## src/periph_pkg.sv

```systemverilog
/*
 * Shared widths, bus structs and the address map of the peripheral subsystem.
 * Regions are base/mask pairs; the mask bits must cover the region's offsets.
 * Board register offsets sit in address bits [5:3], one register per 8 bytes.
 */

package periph_pkg;

    // --------------------------------------------------
    // Bus widths
    // --------------------------------------------------
    localparam int unsigned ADDR_W = 32;
    localparam int unsigned DATA_W = 32;
    localparam int unsigned BE_W   = DATA_W / 8;

    // One request per cycle, req is a strobe
    typedef struct packed {
        logic              req;
        logic              we;
        logic [ADDR_W-1:0] addr;
        logic [BE_W-1:0]   be;
        logic [DATA_W-1:0] wdata;
    } periph_req_t;

    // Response, one cycle after the request
    typedef struct packed {
        logic              rvalid;
        logic              err;
        logic [DATA_W-1:0] rdata;
    } periph_rsp_t;

    // Target picked by the decoder
    typedef enum logic [1:0] {
        REGION_BOOT,
        REGION_BOARD,
        REGION_NONE
    } region_e;

    // --------------------------------------------------
    // Board register block
    // --------------------------------------------------
    localparam int unsigned BOARD_SEL_LSB = 3;
    localparam int unsigned BOARD_SEL_W   = 3;

    typedef enum logic [BOARD_SEL_W-1:0] {
        BOARD_LEDS_DIP      = 3'd0, // W: LEDs, R: DIP switches
        BOARD_FLASH_READOUT = 3'd4, // R: engine readout word
        BOARD_FLASH_CMD     = 3'd5, // W: host word to the engine
        BOARD_FLASH_STATUS  = 3'd6  // R: busy, error
    } board_reg_e;

    // --------------------------------------------------
    // Region map
    // --------------------------------------------------
    localparam logic [ADDR_W-1:0] BOOT_BASE  = 32'h0001_0000;
    localparam logic [ADDR_W-1:0] BOOT_MASK  = 32'h0000_0FFF; // 4 KiB window
    localparam logic [ADDR_W-1:0] BOARD_BASE = 32'h4000_0000;
    localparam logic [ADDR_W-1:0] BOARD_MASK = 32'h0000_0FFF;

    // Unmapped addresses and unused offsets read this
    localparam logic [DATA_W-1:0] FILLER_WORD = 32'hDEADBEEF;

endpackage

```

## src/board_io_regs.sv

```systemverilog
/*
 * Board I/O registers: LEDs, DIP switches and the flash-engine interface.
 * Byte enables are not decoded; writes always take the full word.
 * Read data follows the live inputs in the response cycle.
 */

`timescale 1ns/1ns

module board_io_regs (
    input  logic                          clk_i,
    input  logic                          reset_i,
    input  logic                          req_i,
    input  logic                          we_i,
    input  logic [periph_pkg::ADDR_W-1:0] addr_i,
    input  logic [periph_pkg::DATA_W-1:0] wdata_i,
    input  logic [7:0]                    dip_i,
    input  logic [periph_pkg::DATA_W-1:0] flash_readout_i,
    input  logic                          flash_busy_i,
    input  logic                          flash_error_i,
    output logic [periph_pkg::DATA_W-1:0] rdata_o,
    output logic [7:0]                    leds_o,
    output logic                          host_wr_o,
    output logic [periph_pkg::DATA_W-1:0] host_data_o
);

    import periph_pkg::*;

    board_reg_e sel;       // Offset of the current request
    board_reg_e rd_sel_q;  // Offset being answered

    assign sel = board_reg_e'(addr_i[BOARD_SEL_LSB +: BOARD_SEL_W]);

    // --------------------------------------------------
    // Write side
    // --------------------------------------------------
    always_ff @(posedge clk_i)
    begin
        if (reset_i)
        begin
            leds_o    <= '0;
            host_wr_o <= 1'b0;
        end
        else
        begin
            host_wr_o <= 1'b0; // One-cycle strobe
            if (req_i && we_i)
            begin
                case (sel)
                    BOARD_LEDS_DIP:  leds_o    <= wdata_i[7:0];
                    BOARD_FLASH_CMD: host_wr_o <= 1'b1;
                    default: ;
                endcase
            end
        end
    end

    // Host word held for the flash engine
    always_ff @(posedge clk_i)
    begin
        if (req_i && we_i && (sel == BOARD_FLASH_CMD))
        begin
            host_data_o <= wdata_i;
        end
    end

    // --------------------------------------------------
    // Read side
    // --------------------------------------------------
    always_ff @(posedge clk_i)
    begin
        if (req_i)
        begin
            rd_sel_q <= sel;
        end
    end

    always_comb
    begin
        case (rd_sel_q)
            BOARD_LEDS_DIP:      rdata_o = DATA_W'(dip_i);
            BOARD_FLASH_READOUT: rdata_o = flash_readout_i;
            BOARD_FLASH_STATUS:  rdata_o = DATA_W'({flash_busy_i, flash_error_i});
            default:             rdata_o = FILLER_WORD; // Unused offsets, write-only cmd
        endcase
    end

endmodule

```

## config.mk

```make
export PLATFORM = sky130hd
export DESIGN_NAME = board_io_regs
export DESIGN_NICKNAME = d
export VERILOG_FILES = /design/src/periph_pkg.sv /design/src/board_io_regs.sv
export SDC_FILE = /design/constraint.sdc
export NUM_CORES = 1
export LEC_CHECK = 0
export ABC_AREA = 1
export BUFFER_PORTS_ARGS = -buffer_cell sky130_fd_sc_hd__buf_2
export CORE_MARGIN = 2
export CORE_UTILIZATION = 36
export DETAILED_ROUTE_END_ITERATION = 12
export PLACE_DENSITY = 0.87
export SETUP_SLACK_MARGIN = 0.1
export SYNTH_ARGS = -nofsm -noshare
export SYNTH_HDL_FRONTEND = slang
export SYNTH_SLANG_ARGS = --single-unit
```

## constraint.sdc

```tcl
create_clock -name clk_i -period 3.25 [get_ports clk_i]
set_input_delay 0.65 -clock clk_i [delete_from_list [all_inputs] [get_ports clk_i]]
set_output_delay 0.65 -clock clk_i [all_outputs]
set_load 0.02 [all_outputs]
```

==> metrics.yaml <==
pwr:
  swShare_pct: 26.7
  power_frac_seq_pct: 48.9
  p_sw_mw: 0.341
  p_leak_nw: 1.37
  vdd_drop_max_mv: 0.355
  intPower_mw: 0.938
  p_per_area_nw_per_um2: 464
  pwr-share-comb_pct: 18.1
  clkPwrFrac_pct: 32.9
  p_total_mw: 1.28
floorplan:
  die_w_um: 75.5
  die_y_um: 75.5
  core_sq_um: 5010
  rows: 26
  start_util_pct: 36.7
  io-pin-count: 183
  die_area_sq_um: 5700
worst_setup_path:
  critPathMaxStageDelay_ns: 0.43
  path_buf_inv: 3
  worstSetupStartpointType: "flip-flop"
  crit_chain: "inv_1 -> nand2_4 -> nor2_4 -> inv_1 -> nor2_1 -> buf_2"
  cp.arrival_ns: 1.88
  critPathMostFrequentCell: "inv_1"
  path_class: "reg -> out"
  worstPathMaxFanout: 25
  slowest_stage: "nor2_4"
  required_ns: 2.60
  cp_top_family: "simple AND/OR/NAND/NOR gates"
  cp-end-kind: "output port"
sta:
  period_share_pct: 77.7
  finClkSkew_ns: 0
  rsz0062_at_grt: "no"
  setup_tns_ns: 0
  slew-limit-headroom_pct: 40.1
  hold_viol_final: 0
  drv_slew: 0
  fmax_mhz: 396
  hold_ws_ns: 0.491
  min_period_ns: 2.53
  tightest_slew_ns: 0.896
  final.setup.worst_slack_ns: 0.724
  finalSetupViolations: 0
clocking:
  clock_sinks: 44
  cts.htree.levels: 2
  clk_pin_slew_ns: 0.08
  cts_resized: 0
  postCtsSetupRepairBufs: 0
  cts-root-buf: "clkbuf_8"
  cts_tree: "built"
  postCtsHoldBufs: 0
  cts_buffers: 5
  cts_max_path_buffers: 2
  clkLatencyLatePin_ns: 0.29
yosys:
  synth_area_leaders: "edfxtp_1, nand2_1, dfxtp_1"
  synth_top_area_cell: "edfxtp_1"
  synth_top_area_share_pct: 57.1
  ys_seq_elements: 44
  yosysSeqAreaShare_pct: 66.9
  syn-num-nets: 288
  synth_area_sq_um: 1840
  avgSynthCellArea_sq_um: 10.3
  ys_types: 17
  yosysWarnings: 0
  syn_inst: 178
layout:
  diodes: 0
  final_area_sq_um: 2760
  fin_nets: 443
  final_util_pct: 55.1
  final_common_cell: "buf_2"
  fin_cells: 404
  areaGrowthSynthToFinish_pct: 50.1
  num-fill-cells: 459
  drive_gt1_share_pct: 51.2
  layout_common_cells: "buf_2, nand2_1, edfxtp_1"
placement:
  hpwlAfterDp_um: 3800
  numPortBuffers: 153
  dp_cells: 396
  place_area_sq_um: 2640
  place_congestion: 0.669
  dp_slack_ns: 1.05
route:
  wire_per_inst_um: 11.9
  first_pass_iters: 4
  wl_um: 4820
  vias_per_cell: 4.35
  via_count: 1757
  antenna_left: 0
  drc: 0
  drt_iter0_markers: 60
global_routing:
  antenna_found_initial: 0
  grt_overflow: 0
  grt_pass1_vias: 1429
  grt_pass1_wl_um: 6490
  grt_max_degree: 33
  grt_usage_pct: 15.7
worst_hold_path:
  hold_path.class: "reg -> reg"
run_status:
  status: "finished, final reports clean"
run:
  drv_cap: 0
## synthesized netlist by cell type, drive strengths merged
cell type / n
a21oi: 8
nand3b: 1
inv: 19
dfxtp: 9
nand4: 1
edfxtp: 35
nand3: 10
o21ai: 6
nand2: 62
nor3: 1
buf: 5
nor2: 21
## worst paths after layout
kind               start           to  slack (ns)  cells after the start
max          rd_sel_q[0]  rdata_o[29]        0.72                      6
min            leds_o[2]    leds_o[2]        0.49                      2
max reg2reg    leds_o[6]    leds_o[6]        2.65                      2
min reg2reg    leds_o[2]    leds_o[2]        0.49                      2
## sequential cells by signal (all words and copies together) (netlist names)
signal	flops
host_wr_o	1
leds_o	8
rd_sel_q	3
host_data_o	32
## power groups by stage
| stage | Combinational, mW | Clock (mW) | Sequential, mW |
|---|---|---|---|
| final | 0.232 | 0.422 | 0.626 |
| after detailed placement | 0.233 | 0 | 0.639 |
| after global placement | 0.228 | 0 | 0.638 |
| after CTS | 0.234 | 0.431 | 0.626 |
| after floorplan | 0.121 | 0 | 0.652 |
| after global routing | 0.258 | 0.455 | 0.627 |
## logic make-up after synthesis
kind of cell / share of synthesized area, %
DFF: 66.9
AOI/OAI and AO/OA: 3.81
buffers and inverters: 6.94
and+or+nand+nor: 22.3
## routing by layer
layer	share of wire [%]	routed length [um]	global-route usage [%]
met2	52	2500	28.9
met5	0	0	0
met4	0.56	27	4.68
met3	11	509	6.22
met1	37	1780	16.5
## area by class of cell
class | instances | area (sq um) | area share [%]
Sequential cell | 44 | 1230 | 44.6
Multi-Input combinational cell | 110 | 488 | 17.7
Inverter | 19 | 71.3 | 2.58
Clock inverter | 3 | 47.5 | 1.72
Clock buffer | 5 | 68.8 | 2.49
Tap cell | 70 | 87.6 | 3.17
Timing Repair Buffer | 153 | 766 | 27.7
## worst reg2reg max path, cell delays in order (launching register included)
cell	delay, ns
dfxtp_1	0.32
a21oi_1	0.12
nor2_1	0.06
Power figures use the tool's default switching activity.
