### src/periph_pkg.sv
/*
 * Shared widths, bus structs and the address map of the peripheral subsystem.
 * Regions are base/mask pairs; the mask bits must cover the region's offsets.
 * Board register offsets sit in address bits [5:3], one register per 8 bytes.
 */

package periph_pkg;

    // --------------------------------------------------
    // Bus widths
    // --------------------------------------------------
    localparam int unsigned ADDR_W = 32;
    localparam int unsigned DATA_W = 32;
    localparam int unsigned BE_W   = DATA_W / 8;

    // One request per cycle, req is a strobe
    typedef struct packed {
        logic              req;
        logic              we;
        logic [ADDR_W-1:0] addr;
        logic [BE_W-1:0]   be;
        logic [DATA_W-1:0] wdata;
    } periph_req_t;

    // Response, one cycle after the request
    typedef struct packed {
        logic              rvalid;
        logic              err;
        logic [DATA_W-1:0] rdata;
    } periph_rsp_t;

    // Target picked by the decoder
    typedef enum logic [1:0] {
        REGION_BOOT,
        REGION_BOARD,
        REGION_NONE
    } region_e;

    // --------------------------------------------------
    // Board register block
    // --------------------------------------------------
    localparam int unsigned BOARD_SEL_LSB = 3;
    localparam int unsigned BOARD_SEL_W   = 3;

    typedef enum logic [BOARD_SEL_W-1:0] {
        BOARD_LEDS_DIP      = 3'd0, // W: LEDs, R: DIP switches
        BOARD_FLASH_READOUT = 3'd4, // R: engine readout word
        BOARD_FLASH_CMD     = 3'd5, // W: host word to the engine
        BOARD_FLASH_STATUS  = 3'd6  // R: busy, error
    } board_reg_e;

    // --------------------------------------------------
    // Region map
    // --------------------------------------------------
    localparam logic [ADDR_W-1:0] BOOT_BASE  = 32'h0001_0000;
    localparam logic [ADDR_W-1:0] BOOT_MASK  = 32'h0000_0FFF; // 4 KiB window
    localparam logic [ADDR_W-1:0] BOARD_BASE = 32'h4000_0000;
    localparam logic [ADDR_W-1:0] BOARD_MASK = 32'h0000_0FFF;

    // Unmapped addresses and unused offsets read this
    localparam logic [DATA_W-1:0] FILLER_WORD = 32'hDEADBEEF;

endpackage

### src/periph_decoder.sv
/*
 * Base/mask decode of the host request into per-target strobes.
 * The response comes one cycle later; unmapped addresses answer with the
 * filler word and err set, and no target sees the request.
 */

`timescale 1ns/1ns

module periph_decoder (
    input  logic                           clk_i,
    input  logic                           reset_i,
    input  periph_pkg::periph_req_t        req_i,
    input  logic [periph_pkg::DATA_W-1:0]  boot_rdata_i,
    input  logic [periph_pkg::DATA_W-1:0]  board_rdata_i,
    output logic                           boot_req_o,
    output logic                           board_req_o,
    output periph_pkg::periph_rsp_t        rsp_o
);

    import periph_pkg::*;

    region_e region_d;
    region_e region_q; // Region of the request being answered
    logic    valid_q;

    // Address outside the mask must equal the base
    function automatic logic region_hit(
        input logic [ADDR_W-1:0] addr,
        input logic [ADDR_W-1:0] base,
        input logic [ADDR_W-1:0] mask
    );
        return (addr & ~mask) == base;
    endfunction

    // --------------------------------------------------
    // Request cycle
    // --------------------------------------------------
    always_comb
    begin
        if (region_hit(req_i.addr, BOOT_BASE, BOOT_MASK))
        begin
            region_d = REGION_BOOT;
        end
        else if (region_hit(req_i.addr, BOARD_BASE, BOARD_MASK))
        begin
            region_d = REGION_BOARD;
        end
        else
        begin
            region_d = REGION_NONE;
        end
    end

    assign boot_req_o  = req_i.req && (region_d == REGION_BOOT);
    assign board_req_o = req_i.req && (region_d == REGION_BOARD);

    always_ff @(posedge clk_i)
    begin
        if (reset_i)
        begin
            valid_q  <= 1'b0;
            region_q <= REGION_NONE;
        end
        else
        begin
            valid_q <= req_i.req; // Every request gets a response
            if (req_i.req)
            begin
                region_q <= region_d;
            end
        end
    end

    // --------------------------------------------------
    // Response cycle
    // --------------------------------------------------
    always_comb
    begin
        rsp_o.rvalid = valid_q;
        rsp_o.err    = 1'b0;
        rsp_o.rdata  = FILLER_WORD;
        case (region_q)
            REGION_BOOT:  rsp_o.rdata = boot_rdata_i;
            REGION_BOARD: rsp_o.rdata = board_rdata_i;
            default:      rsp_o.err   = valid_q; // Error responder
        endcase
    end

endmodule

### config.mk
export PLATFORM = sky130hd
export DESIGN_NAME = periph_decoder
export DESIGN_NICKNAME = d
export VERILOG_FILES = /design/src/periph_pkg.sv /design/src/periph_decoder.sv
export SDC_FILE = /design/constraint.sdc
export NUM_CORES = 1
export LEC_CHECK = 0
export ABC_AREA = 1
export BUFFER_PORTS_ARGS = -buffer_cell sky130_fd_sc_hd__buf_2
export CAP_MARGIN = 15
export CORE_AREA = 2 2 67 69
export DETAILED_ROUTE_END_ITERATION = 12
export DIE_AREA = 0 0 69 71
export SLEW_MARGIN = 30
export SYNTH_ARGS = -nofsm -noshare
export SYNTH_HDL_FRONTEND = slang
export SYNTH_SLANG_ARGS = --single-unit
### constraint.sdc
create_clock -name clk_i -period 1.1 [get_ports clk_i]
set_input_delay 0.22 -clock clk_i [delete_from_list [all_inputs] [get_ports clk_i]]
set_output_delay 0.22 -clock clk_i [all_outputs]
set_load 0.005 [all_outputs]
==> results of run 1 <==
==> cell usage in the layout, fill, tap and decap left out, types with 3 or more instances in the layout <==
cell | Yosys | layout
buf_2 | 0 | 114
o22a_2 | 4 | 4
nand2_2 | 0 | 3
nor2_4 | 2 | 7
nand2_1 | 10 | 7
o22a_1 | 20 | 20
buf_4 | 3 | 7
nor2_1 | 19 | 8
clkbuf_8 | 0 | 3
nor2_2 | 0 | 6
buf_6 | 2 | 8
a22o_2 | 8 | 8
inv_1 | 3 | 3
==> logic make-up (layout without fill, tap and decap cells) <==
logic type,after synthesis,count (layout)
buf+inv,11,139
compound gates,34,34
flops,3,3
simple gates,38,38
==> Yosys cell counts <==
master / n
buf_4: 3
nor2_4: 2
o22a_1: 20
nor2_1: 19
o22a_2: 4
buf_6: 2
nand3_1: 3
inv_2: 2
a21oi_1: 2
and2_0: 1
nand2_1: 10
nand4_1: 1
nor3_1: 1
inv_1: 3
or2_2: 1
a22o_2: 8
inv_4: 1
dfxtp_1: 3
==> power by group <==
group / internal (uW) / switching, uW
Clock: 247 / 66.0
Combinational: 210 / 132
Sequential: 111 / 4.52
Total: 568 / 202
==> state kept, by name (all words and copies together) (netlist names) <==
name	flops
valid_q	1
region_q	2
==> what timing repair did <==
action | 4_1_cts | 5_1_grt
pin swaps | 7 | 13
setup buffers | 0 | 1
resized for setup | 11 | 25
setup endpoints to repair | 34 | 34
==> layer usage <==
metal | GRT usage | up-vias | share of wire
met5 | 0 | - | 0
met4 | 0.0261 | 0 | 0.0078
met3 | 0.0285 | 4 | 0.12
met2 | 0.200 | 75 | 0.49
met1 | 0.136 | 468 | 0.39
li1 | - | 575 | -
==> per-stage QoR <==
step,instance area [sq um],TNS [ns],hold WS [ns],setup slack [ns]
after floorplan,616,-1.39,0.282,-0.0696
after global placement,1280,-4.48,0.406,-0.202
after detailed placement,1280,-4.58,0.406,-0.201
after CTS,1370,-9.17,0.187,-0.309
after global routing,1470,-10.79,0.194,-0.354
final,1470,-8.81,0.185,-0.291
==> area by class of cell <==
type	count	area [sq um]
Tap cell	52	65.1
Fill cell	458	2730
Inverter	6	35.0
Sequential cell	3	65.1
Timing Repair Buffer	129	713
Clock buffer	4	45.0
Multi-Input combinational cell	72	548
==> how the worst max path moves through the flow <==
stage                  endpoint        start  slack (ns)  depth (start not counted)
finish                 rsp_o[1]  region_q[0]       -0.29                          4
global route           rsp_o[4]  region_q[0]       -0.35                          5
CTS                    rsp_o[1]  region_q[0]       -0.31                          5
detailed placement  board_req_o    req_i[53]       -0.20                          6
global placement    board_req_o    req_i[53]       -0.20                          6
floorplan             rsp_o[10]  region_q[0]       -0.07                          5
==> reports/metrics.csv, run 1 <==
metric,value,unit
status,"complete, but fails checks",
violations,negative setup slack,
synth_top_area_frac,0.289,
setup_ws,-0.291,ns
crit_required,0.88,ns
synth_nets,222,
synth-warning-count,0,
reg2reg_to,region_q[1],
ir_drop,1.20,mV
ff2ff_setup_slack,0.43,ns
synthMuxAreaShare,0,
cts.clk_slew.worst_paths,0.03,ns
grt_pass1_wl,4620,um
grt_pass1_vias,996,
fp.dieW,69,um
final_util,0.350,
cp-end-kind,output pin,
hpwl,2560,um
cts.hold.buffers_added,0,
chipHeight,71,um
port_buffers,122,
worst_pin_slew,0.170,ns
drtAntennaViolNets,0,
p_leak,0.000718,uW
cpLargestDelayFamily,flip-flops,
synth.distinct_cells,18,
area_growth,143,%
reg2reg_depth,2,
wl_per_cell,11.6,um
die-area,4900,sq um
synthTopCellsByArea,"o22a_1 (29%), a22o_2 (13%), nor2_1 (12%), dfxtp_1 (9.9%), o22a_2 (6.6%)",
slew_viol_final,0,
drt_pass1_iterations,4,
initial_utilization,0.144,
setup_violations,34,
holdPathEnd,region_q[0],
n_antenna_cell,0,
drt_iter0_drc,7,
power.total,771,uW
rows,24,
worstPathArrival,1.17,ns
slowest_delay,0.35,ns
synthXorXnorAreaFrac,0,
routed_wl,3080,um
rsz0062_at_grt,yes,
drive_gt1_frac,0.785,
syn_avg_cell_area,7.04,sq um
relSlewSlack,0.886,
netlist_area,606,sq um
synthAdderAreaFrac,0,
fmax,719,MHz
cts_buffers,3,
hold_path_class,input pin to flip-flop,
powerDensity,524,nW/um^2
crit_buf_inv,2,
cts_tree,built,
finalHoldViolCount,0,
critPathKind,flip-flop to output pin,
finClkSkew,0,ns
fin_crit,1.39,ns
ys_seq_elements,3,
path_cells,"nor2_4, inv_6, o22a_2, buf_2",
finish.net_count,351,
design.core.area,4200,sq um
antenna_found_initial,0,
globalplace.congestion,0.777,
ys_seq_area_frac,0.0992,
hold_start,reset_i,
cts_max_level,1,
clk_latency,0.21,ns
vias,1122,
synth_top_family_by_area,compound AO/OA/AOI/OAI gates,
via_per_inst,4.22,
place_inst,261,
final_cells,266,
syn_inst,86,
grtUsageTotal,0.112,
maxCapViolCount,0,
synth_compound_area_frac,0.504,
critical-path-slowest-cell,dfxtp_4,
fin_crit_sh,1.26,
cts_sinks,3,
cts_buffer_depth,2,
synth-simple-area-share,0.281,
root_buffer,clkbuf_8,
drc,0,
regToRegStartpoint,region_q[1],
ioPinCount,172,
crit_fanout,24,
min_path_cells,2,
yosysTopAreaCell,o22a_1,
grt-ovfl-total,0,
grt_max_degree,25,
cp-start-kind,flip-flop,
No activity file was read; power rests on OpenSTA's default activity.
==> inputs of run 2 (changes only) <==
BUFFER_PORTS_ARGS = unset   (was -buffer_cell sky130_fd_sc_hd__buf_2)
CORE_AREA = 2 2 66 68   (was 2 2 67 69)
DIE_AREA = 0 0 68 70   (was 0 0 69 71)
DONT_BUFFER_PORTS = 1   (was unset)
==> run 2 against run 1 <==
  * The flow still finishes with violations (negative setup slack)
  * Via count fell by 36%
  * Sequential cell count did not move
  * Worst setup slack improved by 0.050 ns
  * Wire length fell by 11%
  * Register-to-register slack got worse by 0.12 ns
  * Core utilization fell by 14 points
  * Sequential share of layout area rose by 3.2 points
  * Sequential power barely moved
  * Highest routed layer is now met3
==> reports/metrics.csv, run 2 (synthesis results as in run 1) <==
metric,value,unit,change
rsz0062_at_grt,yes,,unchanged
cp-start-kind,flip-flop,,unchanged
hold_start,reset_i,,unchanged
antenna_found_initial,0,,unchanged
port_buffers,0,,was 122
status,"complete, but fails checks",,unchanged
regToRegStartpoint,region_q[1],,unchanged
cts_tree,built,,unchanged
clk_latency,0.21,ns,about the same
fin_crit,1.34,ns,was 1.39 ns
grt_pass1_wl,3470,um,was 4620 um
finish.net_count,229,,was 351
crit_required,0.88,ns,about the same
critPathKind,flip-flop to output pin,,unchanged
slew_viol_final,0,,unchanged
swShare,0.247,,was 0.263
largest_reg_flops,2,,unchanged
crit_fanout,17,,was 24
drtAntennaViolNets,0,,unchanged
via_per_inst,5.00,,was 4.22
hold_path_class,input pin to flip-flop,,unchanged
combPwrFrac,0.249,,was 0.444
drt_iter0_drc,4,,was 7
cp-end-kind,output pin,,unchanged
reg_top3,"region_q: 2 flops, valid_q: 1 flops",,unchanged
relSlewSlack,0.881,,was 0.886
ioPinCount,172,,unchanged
worst_pin_slew,0.178,ns,was 0.170 ns
crit_buf_inv,2,,unchanged
drive_gt1_frac,0.446,,was 0.785
fp.dieW,68,um,was 69 um
root_buffer,clkbuf_8,,unchanged
cts.hold.buffers_added,0,,unchanged
rows,24,,unchanged
worstPathArrival,1.12,ns,was 1.17 ns
die-area,4760,sq um,was 4900 sq um
grtUsageTotal,0.100,,was 0.112
finalInstanceArea,886,sq um,was 1470 sq um
n_antenna_cell,0,,unchanged
power_frac_seq,0.198,,was 0.150
p_switching,143,uW,was 202 uW
dpl-instance-area,678,sq um,was 1280 sq um
chipHeight,70,um,was 71 um
cts_sinks,3,,unchanged
p_leak,0.000290,uW,was 0.000718 uW
wl_per_cell,19.1,um,was 11.6 um
grt_max_degree,25,,unchanged
fmax,745,MHz,was 719 MHz
drt_pass1_iterations,4,,unchanged
cts_buffer_depth,2,,unchanged
finalHoldViolCount,0,,unchanged
design.core.area,4140,sq um,was 4200 sq um
hpwl,2500,um,was 2560 um
clkPwrFrac,0.553,,was 0.405
violations,negative setup slack,,unchanged
cts_max_level,1,,unchanged
critical-path-slowest-cell,dfxtp_4,,unchanged
vias,720,,"was 1,122"
ir_drop,0.712,mV,was 1.20 mV
finClkSkew,0,ns,unchanged
tns,-6.75,ns,was -8.81 ns
area_growth,46.3,%,was 143%
cts.clk_slew.worst_paths,0.03,ns,about the same
setup_ws,-0.242,ns,was -0.291 ns
cts_buffers,3,,unchanged
ff2ff_setup_slack,0.31,ns,was 0.43 ns
dp_slack,-0.0303,ns,was -0.201 ns
grt-ovfl-total,0,,unchanged
powerDensity,654,nW/um^2,was 524 nW/um^2
initial_utilization,0.146,,was 0.144
globalplace.congestion,0.722,,was 0.777
fin_crit_sh,1.22,,was 1.26
final_common_cell,o22a_1,,was buf_2
grt_pass1_vias,667,,was 996
drc,0,,unchanged
final_cell_mix,"o22a_1 (17), nor2_1 (13), nand2_1 (10), a22o_4 (8)",,"was buf_2 (114), o22a_1 (20), a22o_2 (8), nor2_1 (8), buf_6 (8)"
slowest_delay,0.35,ns,about the same
setup_violations,32,,was 34
p_int,436,uW,was 568 uW
crit_path_start,region_q[0],,unchanged
path_cells,"nor2_4, inv_2, buf_12, o22a_2",,"was nor2_4, inv_6, o22a_2, buf_2"
cpLargestDelayFamily,flip-flops,,unchanged
maxCapViolCount,0,,unchanged
routed_wl,2750,um,was 3080 um
top_register,region_q,,unchanged
## run 2: metrics by stage
stage	hold slack [ns]	power, uW	std cells	util
2_1_floorplan	0.282	216	86	-
3_3_place_gp	0.285	244	138	0.164
3_5_place_dp	0.286	245	138	0.164
4_1_cts	0.0547	579	144	0.185
5_1_grt	0.0537	616	144	0.214
6_report	0.0624	580	144	0.214
## run 2: worst paths after layout
| check | endpoint | cells after the start |
|---|---|---|
| worst max-delay path | rsp_o[1] | 4 |
| worst max register to register | region_q[1] | 3 |
| worst min-delay path | region_q[0] | 1 |
| worst min register to register | region_q[0] | 2 |
## run 2: power groups by stage
stage / Combinational, uW / Sequential [uW] / Clock, uW
final: 144 / 115 / 321
after global placement: 123 / 120 / 0
after floorplan: 97.3 / 119 / 0
after global routing: 158 / 116 / 342
after CTS: 129 / 117 / 333
after detailed placement: 125 / 120 / 0
## run 2: timing repair
action | in CTS | in global routing
resized for setup | 6 | 21
endpoints found under the setup margin | 33 | 35
pin swaps | 3 | 11
hold endpoints to repair | 0 | 0
buffers inserted | 2 | 0
## run 2: routing by layer
layer / vias up / track usage / part of all wire
li1: 332 / - / -
met1: 310 / 0.103 / 0.34
met2: 78 / 0.167 / 0.47
met3: 0 / 0.0725 / 0.19
met4: 0 / 0.0133 / 0
met5: - / 0 / 0
## run 2: layout make-up
class	instances	area, sq um
Timing Repair Buffer	7	68.8
Tap cell	52	65.1
Multi-Input combinational cell	72	612
Clock buffer	4	45.0
Inverter	6	27.5
Sequential cell	3	67.6
Fill cell	479	3260
